==> config.mk <==
export PLATFORM = sky130hd
export DESIGN_NAME = div_unit
export DESIGN_NICKNAME = d
export VERILOG_FILES = /design/src/div_pkg.sv /design/src/shiftregbit.sv /design/src/unsigned_divider.sv /design/src/div_issue_ctrl.sv /design/src/div_result_fifo.sv /design/src/div_unit.sv
export VERILOG_INCLUDE_DIRS = /design/src /design/src/include
export SDC_FILE = /design/constraint.sdc
export NUM_CORES = 1
export LEC_CHECK = 0
export BUFFER_PORTS_ARGS = -buffer_cell sky130_fd_sc_hd__clkbuf_2
export CAP_MARGIN = 20
export CORE_AREA = 3 3 182 184
export DETAILED_ROUTE_END_ITERATION = 8
export DIE_AREA = 0 0 185 187
export HOLD_SLACK_MARGIN = 0.08
export PLACE_DENSITY_LB_ADDON = 0.2
export SLEW_MARGIN = 30
export SYNTH_ARGS = -nofsm -noshare
export SYNTH_HDL_FRONTEND = slang
export SYNTH_SLANG_ARGS = --single-unit
export TNS_END_PERCENT = 1
==> constraint.sdc <==
create_clock -name clk -period 6.7 [get_ports clk]
set_clock_uncertainty 0.1 [all_clocks]
set_input_delay 1.34 -clock clk [delete_from_list [all_inputs] [get_ports clk]]
set_output_delay 1.34 -clock clk [all_outputs]
set_load 0.01 [all_outputs]
==> src/include/div_consts.svh <==
`ifndef DIV_CONSTS_SVH
`define DIV_CONSTS_SVH

// operand width as a power of two
`define DIV_LG_W 5
`define DIV_W (1 << `DIV_LG_W)

// request tag carried through to the response
`define DIV_TAG_W 4

// result fifo entries, also the issue credit limit
`define DIV_FIFO_DEPTH 2

`endif

==> src/div_pkg.sv <==
`include "div_consts.svh"

package div_pkg;

   typedef enum logic
   {
      OP_DIVU = 1'b0,
      OP_REMU = 1'b1
   } div_op_t;

   // code 1 unused
   typedef enum logic [2:0]
   {
      ST_IDLE        = 3'd0,
      ST_DIVIDE      = 3'd2,
      ST_PACK_OUTPUT = 3'd3,
      ST_DONE        = 3'd4
   } div_state_t;

   typedef struct packed
   {
      div_op_t                op;
      logic [`DIV_TAG_W-1:0]  tag;
      logic [`DIV_W-1:0]      dividend;
      logic [`DIV_W-1:0]      divisor;
   } div_req_t;

   typedef struct packed
   {
      logic [`DIV_TAG_W-1:0]  tag;
      logic [`DIV_W-1:0]      result;
   } div_rsp_t;

endpackage

==> src/shiftregbit.sv <==
`timescale 1ns/10ps
`include "div_consts.svh"

module shiftregbit
(
   input  logic               clk,
   input  logic               reset,
   input  logic               b,
   input  logic               valid,
   output logic [`DIV_W-1:0]  out
);

   // first bit in ends up at the msb after a full run
   always_ff @(posedge clk)
   begin
      if (reset)
      begin
         out <= '0;
      end
      else if (valid)
      begin
         out <= {out[`DIV_W-2:0], b};
      end
   end

endmodule

==> src/unsigned_divider.sv <==
`timescale 1ns/10ps
`include "div_consts.svh"

module unsigned_divider
(
   input  logic               clk,
   input  logic               reset,
   input  logic [`DIV_W-1:0]  srcA,
   input  logic [`DIV_W-1:0]  srcB,
   input  logic               start_div,
   output logic [`DIV_W-1:0]  y,
   output logic [`DIV_W-1:0]  rem,
   output logic               ready,
   output logic               complete
);

   div_pkg::div_state_t r_state, n_state;

   logic [`DIV_W-1:0]     r_y, n_y;
   logic [`DIV_W-1:0]     r_rem, n_rem;
   logic [2*`DIV_W-1:0]   r_d, n_d;        // divisor aligned to upper half
   logic [2*`DIV_W-1:0]   r_r, n_r;        // partial remainder
   logic [2*`DIV_W-1:0]   t_shift;
   logic [`DIV_W-1:0]     t_ss;
   logic [`DIV_LG_W-1:0]  r_idx, n_idx;
   logic                  t_bit;
   logic                  t_valid;

   // ####################################################################
   // state and step counter
   // ####################################################################

   always_ff @(posedge clk)
   begin
      if (reset)
      begin
         r_state <= div_pkg::ST_IDLE;
         r_idx   <= '0;
      end
      else
      begin
         r_state <= n_state;
         r_idx   <= n_idx;
      end
   end

   always_ff @(posedge clk)
   begin
      r_y   <= n_y;
      r_rem <= n_rem;
      r_d   <= n_d;
      r_r   <= n_r;
   end

   shiftregbit ss
   (
      .clk   (clk),
      .reset (reset),
      .b     (t_bit),
      .valid (t_valid),
      .out   (t_ss)
   );

   // ####################################################################
   // restoring division, one quotient bit per cycle
   // ####################################################################

   always_comb
   begin
      n_state = r_state;
      n_y     = r_y;
      n_rem   = r_rem;
      n_d     = r_d;
      n_r     = r_r;
      n_idx   = r_idx;
      t_shift = {r_r[2*`DIV_W-2:0], 1'b0};   // top bit is zero until the last step
      t_bit   = 1'b0;
      t_valid = 1'b0;

      unique case (r_state)
         div_pkg::ST_IDLE:
         begin
            if (start_div)
            begin
               n_state = div_pkg::ST_DIVIDE;
            end
            n_d   = {srcB, {`DIV_W{1'b0}}};
            n_r   = {{`DIV_W{1'b0}}, srcA};
            n_idx = '1;                        // W-1 steps to go
         end
         div_pkg::ST_DIVIDE:
         begin
            t_valid = 1'b1;
            if (t_shift >= r_d)
            begin
               n_r   = t_shift - r_d;
               t_bit = 1'b1;
            end
            else
            begin
               n_r = t_shift;
            end
            n_idx = r_idx - `DIV_LG_W'(1);
            if (r_idx == '0)
            begin
               n_state = div_pkg::ST_PACK_OUTPUT;
            end
         end
         div_pkg::ST_PACK_OUTPUT:
         begin
            n_y     = t_ss;
            n_rem   = r_r[2*`DIV_W-1:`DIV_W];
            n_state = div_pkg::ST_DONE;
         end
         div_pkg::ST_DONE:
         begin
            n_state = div_pkg::ST_IDLE;
         end
         default:
         begin
            n_state = div_pkg::ST_IDLE;
         end
      endcase
   end

   assign ready    = (r_state == div_pkg::ST_IDLE);
   assign complete = (r_state == div_pkg::ST_DONE);
   assign y        = r_y;
   assign rem      = r_rem;

endmodule

==> src/div_issue_ctrl.sv <==
`timescale 1ns/10ps
`include "div_consts.svh"

module div_issue_ctrl
(
   input  logic                clk,
   input  logic                reset,
   input  div_pkg::div_req_t   req,
   input  logic                req_valid,
   output logic                req_ready,
   input  logic                core_ready,
   input  logic                complete,
   input  logic [`DIV_W-1:0]   quotient,
   input  logic [`DIV_W-1:0]   remainder,
   input  logic [1:0]          fifo_count,
   output logic                start_div,
   output logic [`DIV_W-1:0]   dividend,
   output logic [`DIV_W-1:0]   divisor,
   output logic                push,
   output div_pkg::div_rsp_t   push_data
);

   div_pkg::div_op_t        r_op;
   logic [`DIV_TAG_W-1:0]   r_tag;
   logic                    r_busy;          // op in flight, not yet pushed
   logic [2:0]              credits_used;
   logic                    accept;

   assign credits_used = {1'b0, fifo_count} + {2'b00, r_busy};
   assign req_ready    = core_ready && (credits_used < 3'(`DIV_FIFO_DEPTH));
   assign accept       = req_valid && req_ready;

   // core samples operands in the accepting cycle
   assign start_div = accept;
   assign dividend  = req.dividend;
   assign divisor   = req.divisor;

   always_ff @(posedge clk)
   begin
      if (reset)
      begin
         r_busy <= 1'b0;
      end
      else if (accept)
      begin
         r_busy <= 1'b1;
      end
      else if (complete)
      begin
         r_busy <= 1'b0;
      end
   end

   always_ff @(posedge clk)
   begin
      if (accept)
      begin
         r_op  <= req.op;
         r_tag <= req.tag;
      end
   end

   // ####################################################################
   // response build on completion
   // ####################################################################

   assign push = complete;

   always_comb
   begin
      push_data.tag    = r_tag;
      push_data.result = (r_op == div_pkg::OP_REMU) ? remainder : quotient;
   end

endmodule

==> src/div_result_fifo.sv <==
`timescale 1ns/10ps
`include "div_consts.svh"

module div_result_fifo
(
   input  logic                clk,
   input  logic                reset,
   input  logic                push,
   input  div_pkg::div_rsp_t   push_data,
   output div_pkg::div_rsp_t   rsp,
   output logic                rsp_valid,
   input  logic                rsp_ready,
   output logic [1:0]          count
);

   div_pkg::div_rsp_t   mem [`DIV_FIFO_DEPTH];
   logic                rd_ptr;
   logic                wr_ptr;
   logic                pop;

   assign rsp_valid = (count != 2'd0);
   assign rsp       = mem[rd_ptr];
   assign pop       = rsp_valid && rsp_ready;

   always_ff @(posedge clk)
   begin
      if (push)
      begin
         mem[wr_ptr] <= push_data;            // never full here, credits guard it
      end
   end

   always_ff @(posedge clk)
   begin
      if (reset)
      begin
         rd_ptr <= 1'b0;
         wr_ptr <= 1'b0;
         count  <= 2'd0;
      end
      else
      begin
         if (push)
         begin
            wr_ptr <= ~wr_ptr;
         end
         if (pop)
         begin
            rd_ptr <= ~rd_ptr;
         end
         case ({push, pop})
            2'b10:   count <= count + 2'd1;
            2'b01:   count <= count - 2'd1;
            default: count <= count;          // both or neither
         endcase
      end
   end

endmodule

==> src/div_unit.sv <==
`timescale 1ns/10ps
`include "div_consts.svh"

module div_unit
(
   input  logic                clk,
   input  logic                reset,
   input  div_pkg::div_req_t   req,
   input  logic                req_valid,
   output logic                req_ready,
   output div_pkg::div_rsp_t   rsp,
   output logic                rsp_valid,
   input  logic                rsp_ready
);

   logic                 core_ready;
   logic                 complete;
   logic                 start_div;
   logic [`DIV_W-1:0]    dividend;
   logic [`DIV_W-1:0]    divisor;
   logic [`DIV_W-1:0]    quotient;
   logic [`DIV_W-1:0]    remainder;
   logic                 push;
   div_pkg::div_rsp_t    push_data;
   logic [1:0]           fifo_count;

   div_issue_ctrl ctrl
   (
      .clk        (clk),
      .reset      (reset),
      .req        (req),
      .req_valid  (req_valid),
      .req_ready  (req_ready),
      .core_ready (core_ready),
      .complete   (complete),
      .quotient   (quotient),
      .remainder  (remainder),
      .fifo_count (fifo_count),
      .start_div  (start_div),
      .dividend   (dividend),
      .divisor    (divisor),
      .push       (push),
      .push_data  (push_data)
   );

   unsigned_divider core
   (
      .clk       (clk),
      .reset     (reset),
      .srcA      (dividend),
      .srcB      (divisor),
      .start_div (start_div),
      .y         (quotient),
      .rem       (remainder),
      .ready     (core_ready),
      .complete  (complete)
   );

   div_result_fifo fifo
   (
      .clk       (clk),
      .reset     (reset),
      .push      (push),
      .push_data (push_data),
      .rsp       (rsp),
      .rsp_valid (rsp_valid),
      .rsp_ready (rsp_ready),
      .count     (fifo_count)
   );

endmodule

==> results of run 1 <==
## cell type report
cell class | count | area (um2)
fillers | 2900 | 16900
flip-flops and latches | 283 | 8040
multi-input cells | 638 | 4200
clock buffers | 48 | 932
repair buffers | 123 | 754
well taps | 402 | 503
inverters | 46 | 173
clock inverters | 8 | 48.8
## where the power goes
group          total, mW  switching, mW  internal [mW]
Combinational      0.305          0.190          0.115
Sequential          2.00         0.0317           1.97
Clock               1.60          0.647          0.951
## routing by layer
| metal | global-route usage | vias to the layer above |
|---|---|---|
| met3 | 0.0233 | 31 |
| met2 | 0.236 | 166 |
| met1 | 0.219 | 3724 |
| met5 | 0 | - |
| li1 | - | 3899 |
| met4 | 0.0320 | 0 |
## critical path: stages (launching register included)
cell	delay, ns
dfxtp_1	0.37
nor2_4	0.11
buf_6	0.54
inv_1	0.24
a2111oi_0	0.56
clkbuf_2	0.23
## how the worst min path moves through the flow
stage	depth (start not counted)	slack, ns	from	endpoint
after detailed placement	0	0.32	core.ss.out[31]	core.y[31]
after CTS	0	0.33	core.r_r[63]	core.rem[31]
after global routing	0	0.34	core.ss.out[31]	core.y[31]
after floorplan	0	0.30	core.r_r[63]	core.rem[31]
after global placement	0	0.31	core.ss.out[31]	core.y[31]
final	0	0.33	core.r_r[63]	core.rem[31]
## registers in the layout (all words and copies together), names as in the netlist, 4 cells and up, named ones only
register	count
core.r_idx	5
fifo.mem	72
core.r_r	64
core.rem	32
core.ss.out	32
ctrl.r_tag	4
core.r_d	32
core.y	32
## stage by stage
| step | instances | hold WS [ns] |
|---|---|---|
| finish | 1548 | 0.329 |
| global route | 1548 | 0.337 |
| CTS | 1548 | 0.334 |
| detailed placement | 1492 | 0.316 |
| global placement | 1487 | 0.313 |
| floorplan | 1017 | 0.300 |
## placed cells by master (no fill, tap or decap), types with 11 or more instances in the layout
cell       netlist  final
nand3_1         14     14
a21o_1          25     25
a21oi_1         66     66
dfxtp_1         46     46
o21ai_0         20     20
mux2i_1         20     20
clkbuf_2         0    109
xnor2_1         17     17
nor2_1          56     51
clkbuf_16        0     33
nand2_1        184    183
inv_1           45     45
mux2_2          68     68
a31oi_1         11     11
nor3_1          16     16
edfxtp_1       237    237
ha_1            35     35
## cells by family after synthesis
family          synth area share
xor+xnor                  0.0188
simple gates               0.108
mux                       0.0766
compound gates            0.0905
flops                      0.638
fa+ha+maj                 0.0363
buf+inv                   0.0319
==> flow_summary.json, run 1 <==
{
  "coreArea_mm2": 0.0316,
  "drtIter0Drc": 415,
  "numClockSinks": 283,
  "drv_slew": 0,
  "grt_antenna_before_repair": 0,
  "p_per_area_mw_per_mm2": 266,
  "rows": 65,
  "wl_met2_um": 12200,
  "maxCapViolCount": 0,
  "finalCriticalPeriod_ns": 4.04,
  "die_h_um": 187,
  "met1Wirelength_um": 12200,
  "dp_hpwl_um": 17800,
  "wl_per_cell_um": 16.7,
  "clk_pin_slew_worst_paths_ns": 0.06,
  "final_area_mm2": 0.0147,
  "grtUsageTotal": 0.149,
  "syn-instance-count": 1017,
  "globalplace.congestion": 0.879,
  "grt_max_degree": 76,
  "synth_nets": 1126,
  "drt_pass1_iterations": 5,
  "place_area_mm2": 0.0137,
  "rsz0062_at_grt": "no",
  "tightest_slew_ns": 0.897,
  "synth_edf_count": 237,
  "portBuffers": 110,
  "clkLatencyLatePin_ns": 0.55,
  "cts_hold_buf": 0,
  "io_pins": 111,
  "timing.final.crit_share": 0.602,
  "setup_viol": 0,
  "required_ns": 5.26,
  "r2r_end": "core.r_r[57]",
  "startpoint_type": "register",
  "rr_startpoint": "core.r_r[31]",
  "ant_nets": 0,
  "met3_length_um": 1200,
  "first_global_vias": 7654,
  "start_util": 0.399,
  "grt_pass1_wl_um": 41600,
  "leakagePower_nw": 5.67,
  "post-route-util": 0.464,
  "crit_end": "req_ready",
  "cts_setup_buffers": 0,
  "grt.overflow.total": 0,
  "path_max_fanout": 75,
  "diodes": 0,
  "cts_tree": "built",
  "cts_root_buf": "clkbuf_16",
  "ff2ff_path_depth": 13,
  "slew_headroom": 0.402,
  "ir_worst_vdd_uv": 211,
  "wirelength_um": 25900,
  "htreeDepth": 1,
  "dr.max_layer_used": "met4",
  "fin_ws_ns": 2.66,
  "finalHoldViolCount": 0,
  "synth.most_common_cell": "edfxtp_1",
  "rrSetupSlack_ns": 3.02,
  "layout.nets": 1231,
  "vias_per_cell": 5.05,
  "power_mw": 3.90,
  "postSynthAreaPerCell_um2": 12.4,
  "ctsResizeCount": 0,
  "cts_buffer_depth": 3,
  "area_growth_pct": 16.3,
  "async_reset_ff_frac": 0,
  "syn_area_mm2": 0.0126,
  "ys_top_cells_by_count": "edfxtp_1 (237), nand2_1 (184), mux2_2 (68)",
  "synth_top_area_cell": "edfxtp_1",
  "yosysSeqAreaShare": 0.638,
  "yosysTopAreaCellShare": 0.565,
  "clock.fmax_ghz": 0.248,
  "die_w_um": 185,
  "cts_buffers": 30,
  "path_class": "reg2out",
  "cp-startpoint": "core.r_state[2]",
  "crit_arrival_ns": 2.60,
  "hp-class": "reg2reg",
  "fp.dieArea_mm2": 0.0346,
  "cp-end-kind": "output port",
  "post-place-ws_ns": 2.96,
  "dominantRegCellSynth": "edfxtp_1",
  "ys_ff_latch": 283,
  "synth_area_leaders": "edfxtp_1 (56%), dfxtp_1 (7.3%), mux2_2 (6.1%), nand2_1 (5.5%), ha_1 (3.5%)",
  "yosysWarnings": 0,
  "route.detailed.drc": 0,
  "vias": 7820,
  "synth_cell_type_count": 63,
  "fin_setup_tns_ns": 0,
  "status": "finished clean",
  "drive_above_1_share": 0.223
}
Power figures use the tool's default switching activity.
==> run 2: changes to the inputs <==
==> constraint.sdc (replaced) <==
create_clock -name clk -period 4 [get_ports clk]
set_clock_uncertainty 0.1 [all_clocks]
set_input_delay 0.8 -clock clk [delete_from_list [all_inputs] [get_ports clk]]
set_output_delay 0.8 -clock clk [all_outputs]
set_load 0.01 [all_outputs]
==> run 2 against run 1 <==
Compared with the run above:
- die area unchanged
- first-iteration DRC count is 18% higher
- global-route usage hardly changed
- clock power up 72%
- final cell count increased by 0.39%
- worst hold slack worse by 0.0011 ns
- total power increased by 70%
- count of clock-buffer cells in the layout down 2
- setup slack got worse by 2.1 ns
- routed wire length rose by 0.66%
- critical path type is now reg2reg
- critical endpoint is now core.r_r[63]
- largest cell class unchanged
- largest power group unchanged
==> flow_summary.json, run 2 (synthesis gave the netlist of run 1 again) <==
{
  "io_pins": 111,
  "path_class": "reg2reg",
  "slew_headroom": 0.430,
  "ctsResizeCount": 0,
  "leakagePower_nw": 5.72,
  "start_util": 0.399,
  "coreArea_mm2": 0.0316,
  "required_ns": 4.18,
  "vias_per_cell": 5.07,
  "numClockSinks": 283,
  "regMostFlops": "fifo.mem",
  "top_regs": "fifo.mem x72, core.r_r x64",
  "dp_hpwl_um": 17900,
  "status": "finished clean",
  "layout_commonest_cell": "edfxtp_1",
  "finalCriticalPeriod_ns": 3.42,
  "die_w_um": 185,
  "stdcell_count": 1554,
  "wl_per_cell_um": 16.8,
  "cts_tree": "built",
  "rows": 65,
  "fin_ws_ns": 0.584,
  "power_mw": 6.62,
  "crit_arrival_ns": 3.60,
  "cts_buffer_depth": 3,
  "post-place-ws_ns": 0.623,
  "nFillCells": 2913,
  "fin_hold_ws_ns": 0.328,
  "finalHoldViolCount": 0,
  "startpoint_type": "register",
  "area_growth_pct": 16.9,
  "cts_root_buf": "clkbuf_16",
  "grt_antenna_before_repair": 0,
  "grt_pass1_wl_um": 41700,
  "largest_reg_flops": 72,
  "path_cells": "inv_1, ha_1, inv_1, fa_1, a21o_1, a221oi_4, a21oi_4, a221oi_4, o31ai_2, a31o_1, buf_4, nand2_1, o31ai_1",
  "drtIter0Drc": 488,
  "cp-end-kind": "register",
  "clock.fmax_ghz": 0.293,
  "rsz0062_at_grt": "no",
  "cts_hold_buf": 0,
  "place_area_mm2": 0.0137,
  "place_inst": 1498,
  "ir_worst_vdd_uv": 337,
  "portBuffers": 110,
  "p_per_area_mw_per_mm2": 450,
  "fin_setup_tns_ns": 0,
  "die_h_um": 187,
  "drive_above_1_share": 0.231,
  "globalplace.congestion": 0.892,
  "layout.nets": 1237,
  "cpPeakStageDelay_ns": 0.39,
  "drt_pass1_iterations": 5,
  "grt_max_degree": 74,
  "fp.dieArea_mm2": 0.0346,
  "diodes": 0,
  "first_global_vias": 7765,
  "grtUsageTotal": 0.149,
  "grt.overflow.total": 0,
  "wirelength_um": 26100,
  "timing.final.crit_share": 0.854,
  "tightest_slew_ns": 0.855,
  "clkLatencyLatePin_ns": 0.55,
  "final_cell_mix": "edfxtp_1 (237), nand2_1 (183), clkbuf_2 (109), mux2_2 (68), a21oi_1 (66)",
  "setup_viol": 0,
  "htreeDepth": 1,
  "hp-class": "in2reg",
  "critical-path-slowest-cell": "edfxtp_1",
  "maxCapViolCount": 0,
  "clk_pin_slew_worst_paths_ns": 0.06,
  "ant_nets": 0,
  "cts_setup_buffers": 0,
  "final_area_mm2": 0.0147,
  "route.detailed.drc": 0,
  "path_max_fanout": 11,
  "drv_slew": 0,
  "vias": 7878,
  "post-route-util": 0.467,
  "cts_buffers": 30
}
-- run 2: cell type report --
type | count | area [um2] | share of cell area
well taps | 402 | 503 | 0.0341
repair buffers | 129 | 800 | 0.0543
inverters | 46 | 173 | 0.0117
clock buffers | 46 | 922 | 0.0626
flip-flops and latches | 283 | 8040 | 0.546
multi-input cells | 638 | 4200 | 0.285
clock inverters | 10 | 90.1 | 0.00612
-- run 2: worst paths after layout --
| path | startpoint | to | slack, ns | depth (start not counted) |
|---|---|---|---|---|
| max reg2reg | core.r_r[31] | core.r_r[63] | 0.58 | 13 |
| min reg2reg | core.r_r[63] | core.rem[31] | 0.33 | 0 |
| min | req[64] | ctrl.r_tag[0] | 0.33 | 1 |
| max | core.r_r[31] | core.r_r[63] | 0.58 | 13 |
-- run 2: report_power, final --
group / total, mW / internal, mW / leakage, nW / switching [mW]
Clock: 2.76 / 1.65 / 0.504 / 1.11
Sequential: 3.35 / 3.29 / 2.69 / 0.0523
Combinational: 0.516 / 0.196 / 2.52 / 0.319
Total: 6.62 / 5.14 / 5.72 / 1.48
-- run 2: metal layers --
metal | vias up | share of wire | routed length (um) | track usage
met2 | 182 | 0.46 | 12000 | 0.232
met3 | 46 | 0.046 | 1190 | 0.0243
li1 | 3920 | - | - | -
met1 | 3730 | 0.47 | 12300 | 0.218
met4 | 0 | 0.020 | 531 | 0.0401
met5 | - | 0 | 0 | 0
-- run 2: critical path: cells and delay by family (launching register included) --
kind,cells,cell delay [ns]
flops,1,0.39
fa+ha+maj,2,0.55
buf+inv,3,0.33
compound gates,7,1.56
simple gates,1,0.21
==> run 3: changes to the inputs <==
--- a/config.mk
+++ b/config.mk
@@ -9,6 +9,7 @@
 export BUFFER_PORTS_ARGS = -buffer_cell sky130_fd_sc_hd__clkbuf_2
 export CAP_MARGIN = 20
 export CORE_AREA = 3 3 182 184
+export CTS_BUF_LIST = sky130_fd_sc_hd__clkbuf_16
 export DETAILED_ROUTE_END_ITERATION = 8
 export DIE_AREA = 0 0 185 187
 export HOLD_SLACK_MARGIN = 0.08
==> constraint.sdc (replaced) <==
create_clock -name clk -period 3.2 [get_ports clk]
set_clock_uncertainty 0.1 [all_clocks]
set_input_delay 0.64 -clock clk [delete_from_list [all_inputs] [get_ports clk]]
set_output_delay 0.64 -clock clk [all_outputs]
set_load 0.01 [all_outputs]
==> run 3 against run 2 <==
Compared with the run above:
- non-clock buffer count increased by 46
- combinational power rose by 41%
- setup slack lost 0.46 ns
- sequential power is 25% higher
- final cell count is 3.0% higher
- core utilization is 1.2 points higher
- first-iteration DRC count shrank 11%
- routed wire length rose by 2.2%
- die area did not move
- via count up 1.1%
- critical path type unchanged
- largest cell class unchanged
==> flow_summary.json, run 3 (synthesis gave the netlist of run 1 again) <==
{
  "wl_per_cell_um": 16.6,
  "clk_pin_slew_worst_paths_ns": 0.06,
  "grt_most_used_layer": "met2",
  "startpoint_type": "register",
  "area_growth_pct": 19.9,
  "io_pins": 111,
  "finalHoldViolCount": 0,
  "crit_arrival_ns": 3.38,
  "grt_antenna_before_repair": 0,
  "grtUsageTotal": 0.154,
  "fp.dieArea_mm2": 0.0346,
  "required_ns": 3.50,
  "drive_above_1_share": 0.260,
  "slew_headroom": 0.606,
  "ir_worst_vdd_uv": 392,
  "grt.overflow.total": 0,
  "ant_nets": 0,
  "die_h_um": 187,
  "final_cell_mix": "edfxtp_1 (237), nand2_1 (183), clkbuf_2 (109), mux2_2 (68), a21oi_1 (66)",
  "portBuffers": 110,
  "tightest_slew_ns": 0.577,
  "rows": 65,
  "grt_use_met2": 0.241,
  "drt_pass1_iterations": 5,
  "timing.final.crit_share": 0.962,
  "leakagePower_nw": 5.95,
  "maxCapViolCount": 0,
  "coreArea_mm2": 0.0316,
  "route.detailed.drc": 0,
  "layout_commonest_cell": "edfxtp_1",
  "path_class": "reg2reg",
  "clkLatencyLatePin_ns": 0.57,
  "cts_buffers": 30,
  "finalCriticalPeriod_ns": 3.08,
  "p_per_area_mw_per_mm2": 555,
  "path_max_fanout": 6,
  "use_met3": 0.0245,
  "first_global_vias": 8150,
  "power_mw": 8.38,
  "cp-end-kind": "register",
  "fin_hold_ws_ns": 0.152,
  "hp-class": "in2reg",
  "globalplace.congestion": 0.888,
  "cts_buffer_depth": 3,
  "start_util": 0.399,
  "clock.fmax_ghz": 0.325,
  "regMostFlops": "fifo.mem",
  "place_area_mm2": 0.0140,
  "wirelength_um": 26600,
  "largest_reg_flops": 72,
  "cts_hold_buf": 0,
  "layout.nets": 1283,
  "cts_root_buf": "clkbuf_16",
  "post-place-ws_ns": -0.0310,
  "grt_max_degree": 65,
  "vias": 7964,
  "htreeDepth": 1,
  "top_regs": "fifo.mem x72, core.r_r x64",
  "place_inst": 1539,
  "drtIter0Drc": 434,
  "diodes": 0,
  "status": "finished clean",
  "final_area_mm2": 0.0151,
  "fin_ws_ns": 0.122,
  "nFillCells": 2838,
  "stdcell_count": 1600,
  "rsz0062_at_grt": "yes",
  "fin_setup_tns_ns": 0,
  "die_w_um": 185,
  "cts_tree": "built",
  "grtUsageMet1": 0.225,
  "numClockSinks": 283,
  "grt_pass1_wl_um": 43200,
  "rrSetupSlack_ns": 0.12,
  "dp_hpwl_um": 18400,
  "drv_slew": 0,
  "setup_viol": 0,
  "post-route-util": 0.479,
  "vias_per_cell": 4.98
}
## run 3: where the power goes
| part | internal (mW) | switching (mW) | total (mW) |
|---|---|---|---|
| Sequential | 4.12 | 0.0635 | 4.18 |
| Combinational | 0.301 | 0.427 | 0.727 |
| Clock | 2.07 | 1.41 | 3.48 |
## run 3: worst paths after layout
path,endpoint,startpoint,cells past startpoint
worst max register to register,core.r_r[49],core.r_r[35],10
worst min register to register,core.y[31],core.ss.out[31],0
worst min-delay path,core.r_d[45],req[13],1
worst max-delay path,core.r_r[49],core.r_r[35],10
## run 3: worst max-delay path: stages, from the launching register on
cell      delay, ns
edfxtp_1       0.41
ha_1           0.39
nand2_1        0.13
nor3_1         0.15
nand4_1        0.16
or4_1          0.61
o21ai_4        0.20
a31oi_4        0.06
buf_6          0.17
or3b_1         0.37
a21oi_1        0.16
## run 3: layout make-up
type                            count  area (um2)  share of cell area
Sequential cell                   283        8040               0.532
Multi-Input combinational cell    638        4280               0.283
Timing Repair Buffer              175        1110              0.0736
Clock buffer                       31         776              0.0513
Tap cell                          402         503              0.0333
Clock inverter                     25         230              0.0152
Inverter                           46         173              0.0114
## run 3: timing repair
item	in CTS	in global routing
resized for setup	1	15
buffers inserted	1	2
endpoints found under the setup margin	20	32
cloned	0	1
endpoints found under the hold margin	0	0
pin swaps	2	6
## run 3: metal layers
metal | wire, um | vias to the layer above | part of all wire
met5 | 0 | - | 0
met4 | 639 | 0 | 0.024
met3 | 1110 | 50 | 0.042
met2 | 12100 | 176 | 0.46
met1 | 12800 | 3730 | 0.48
li1 | - | 4008 | -
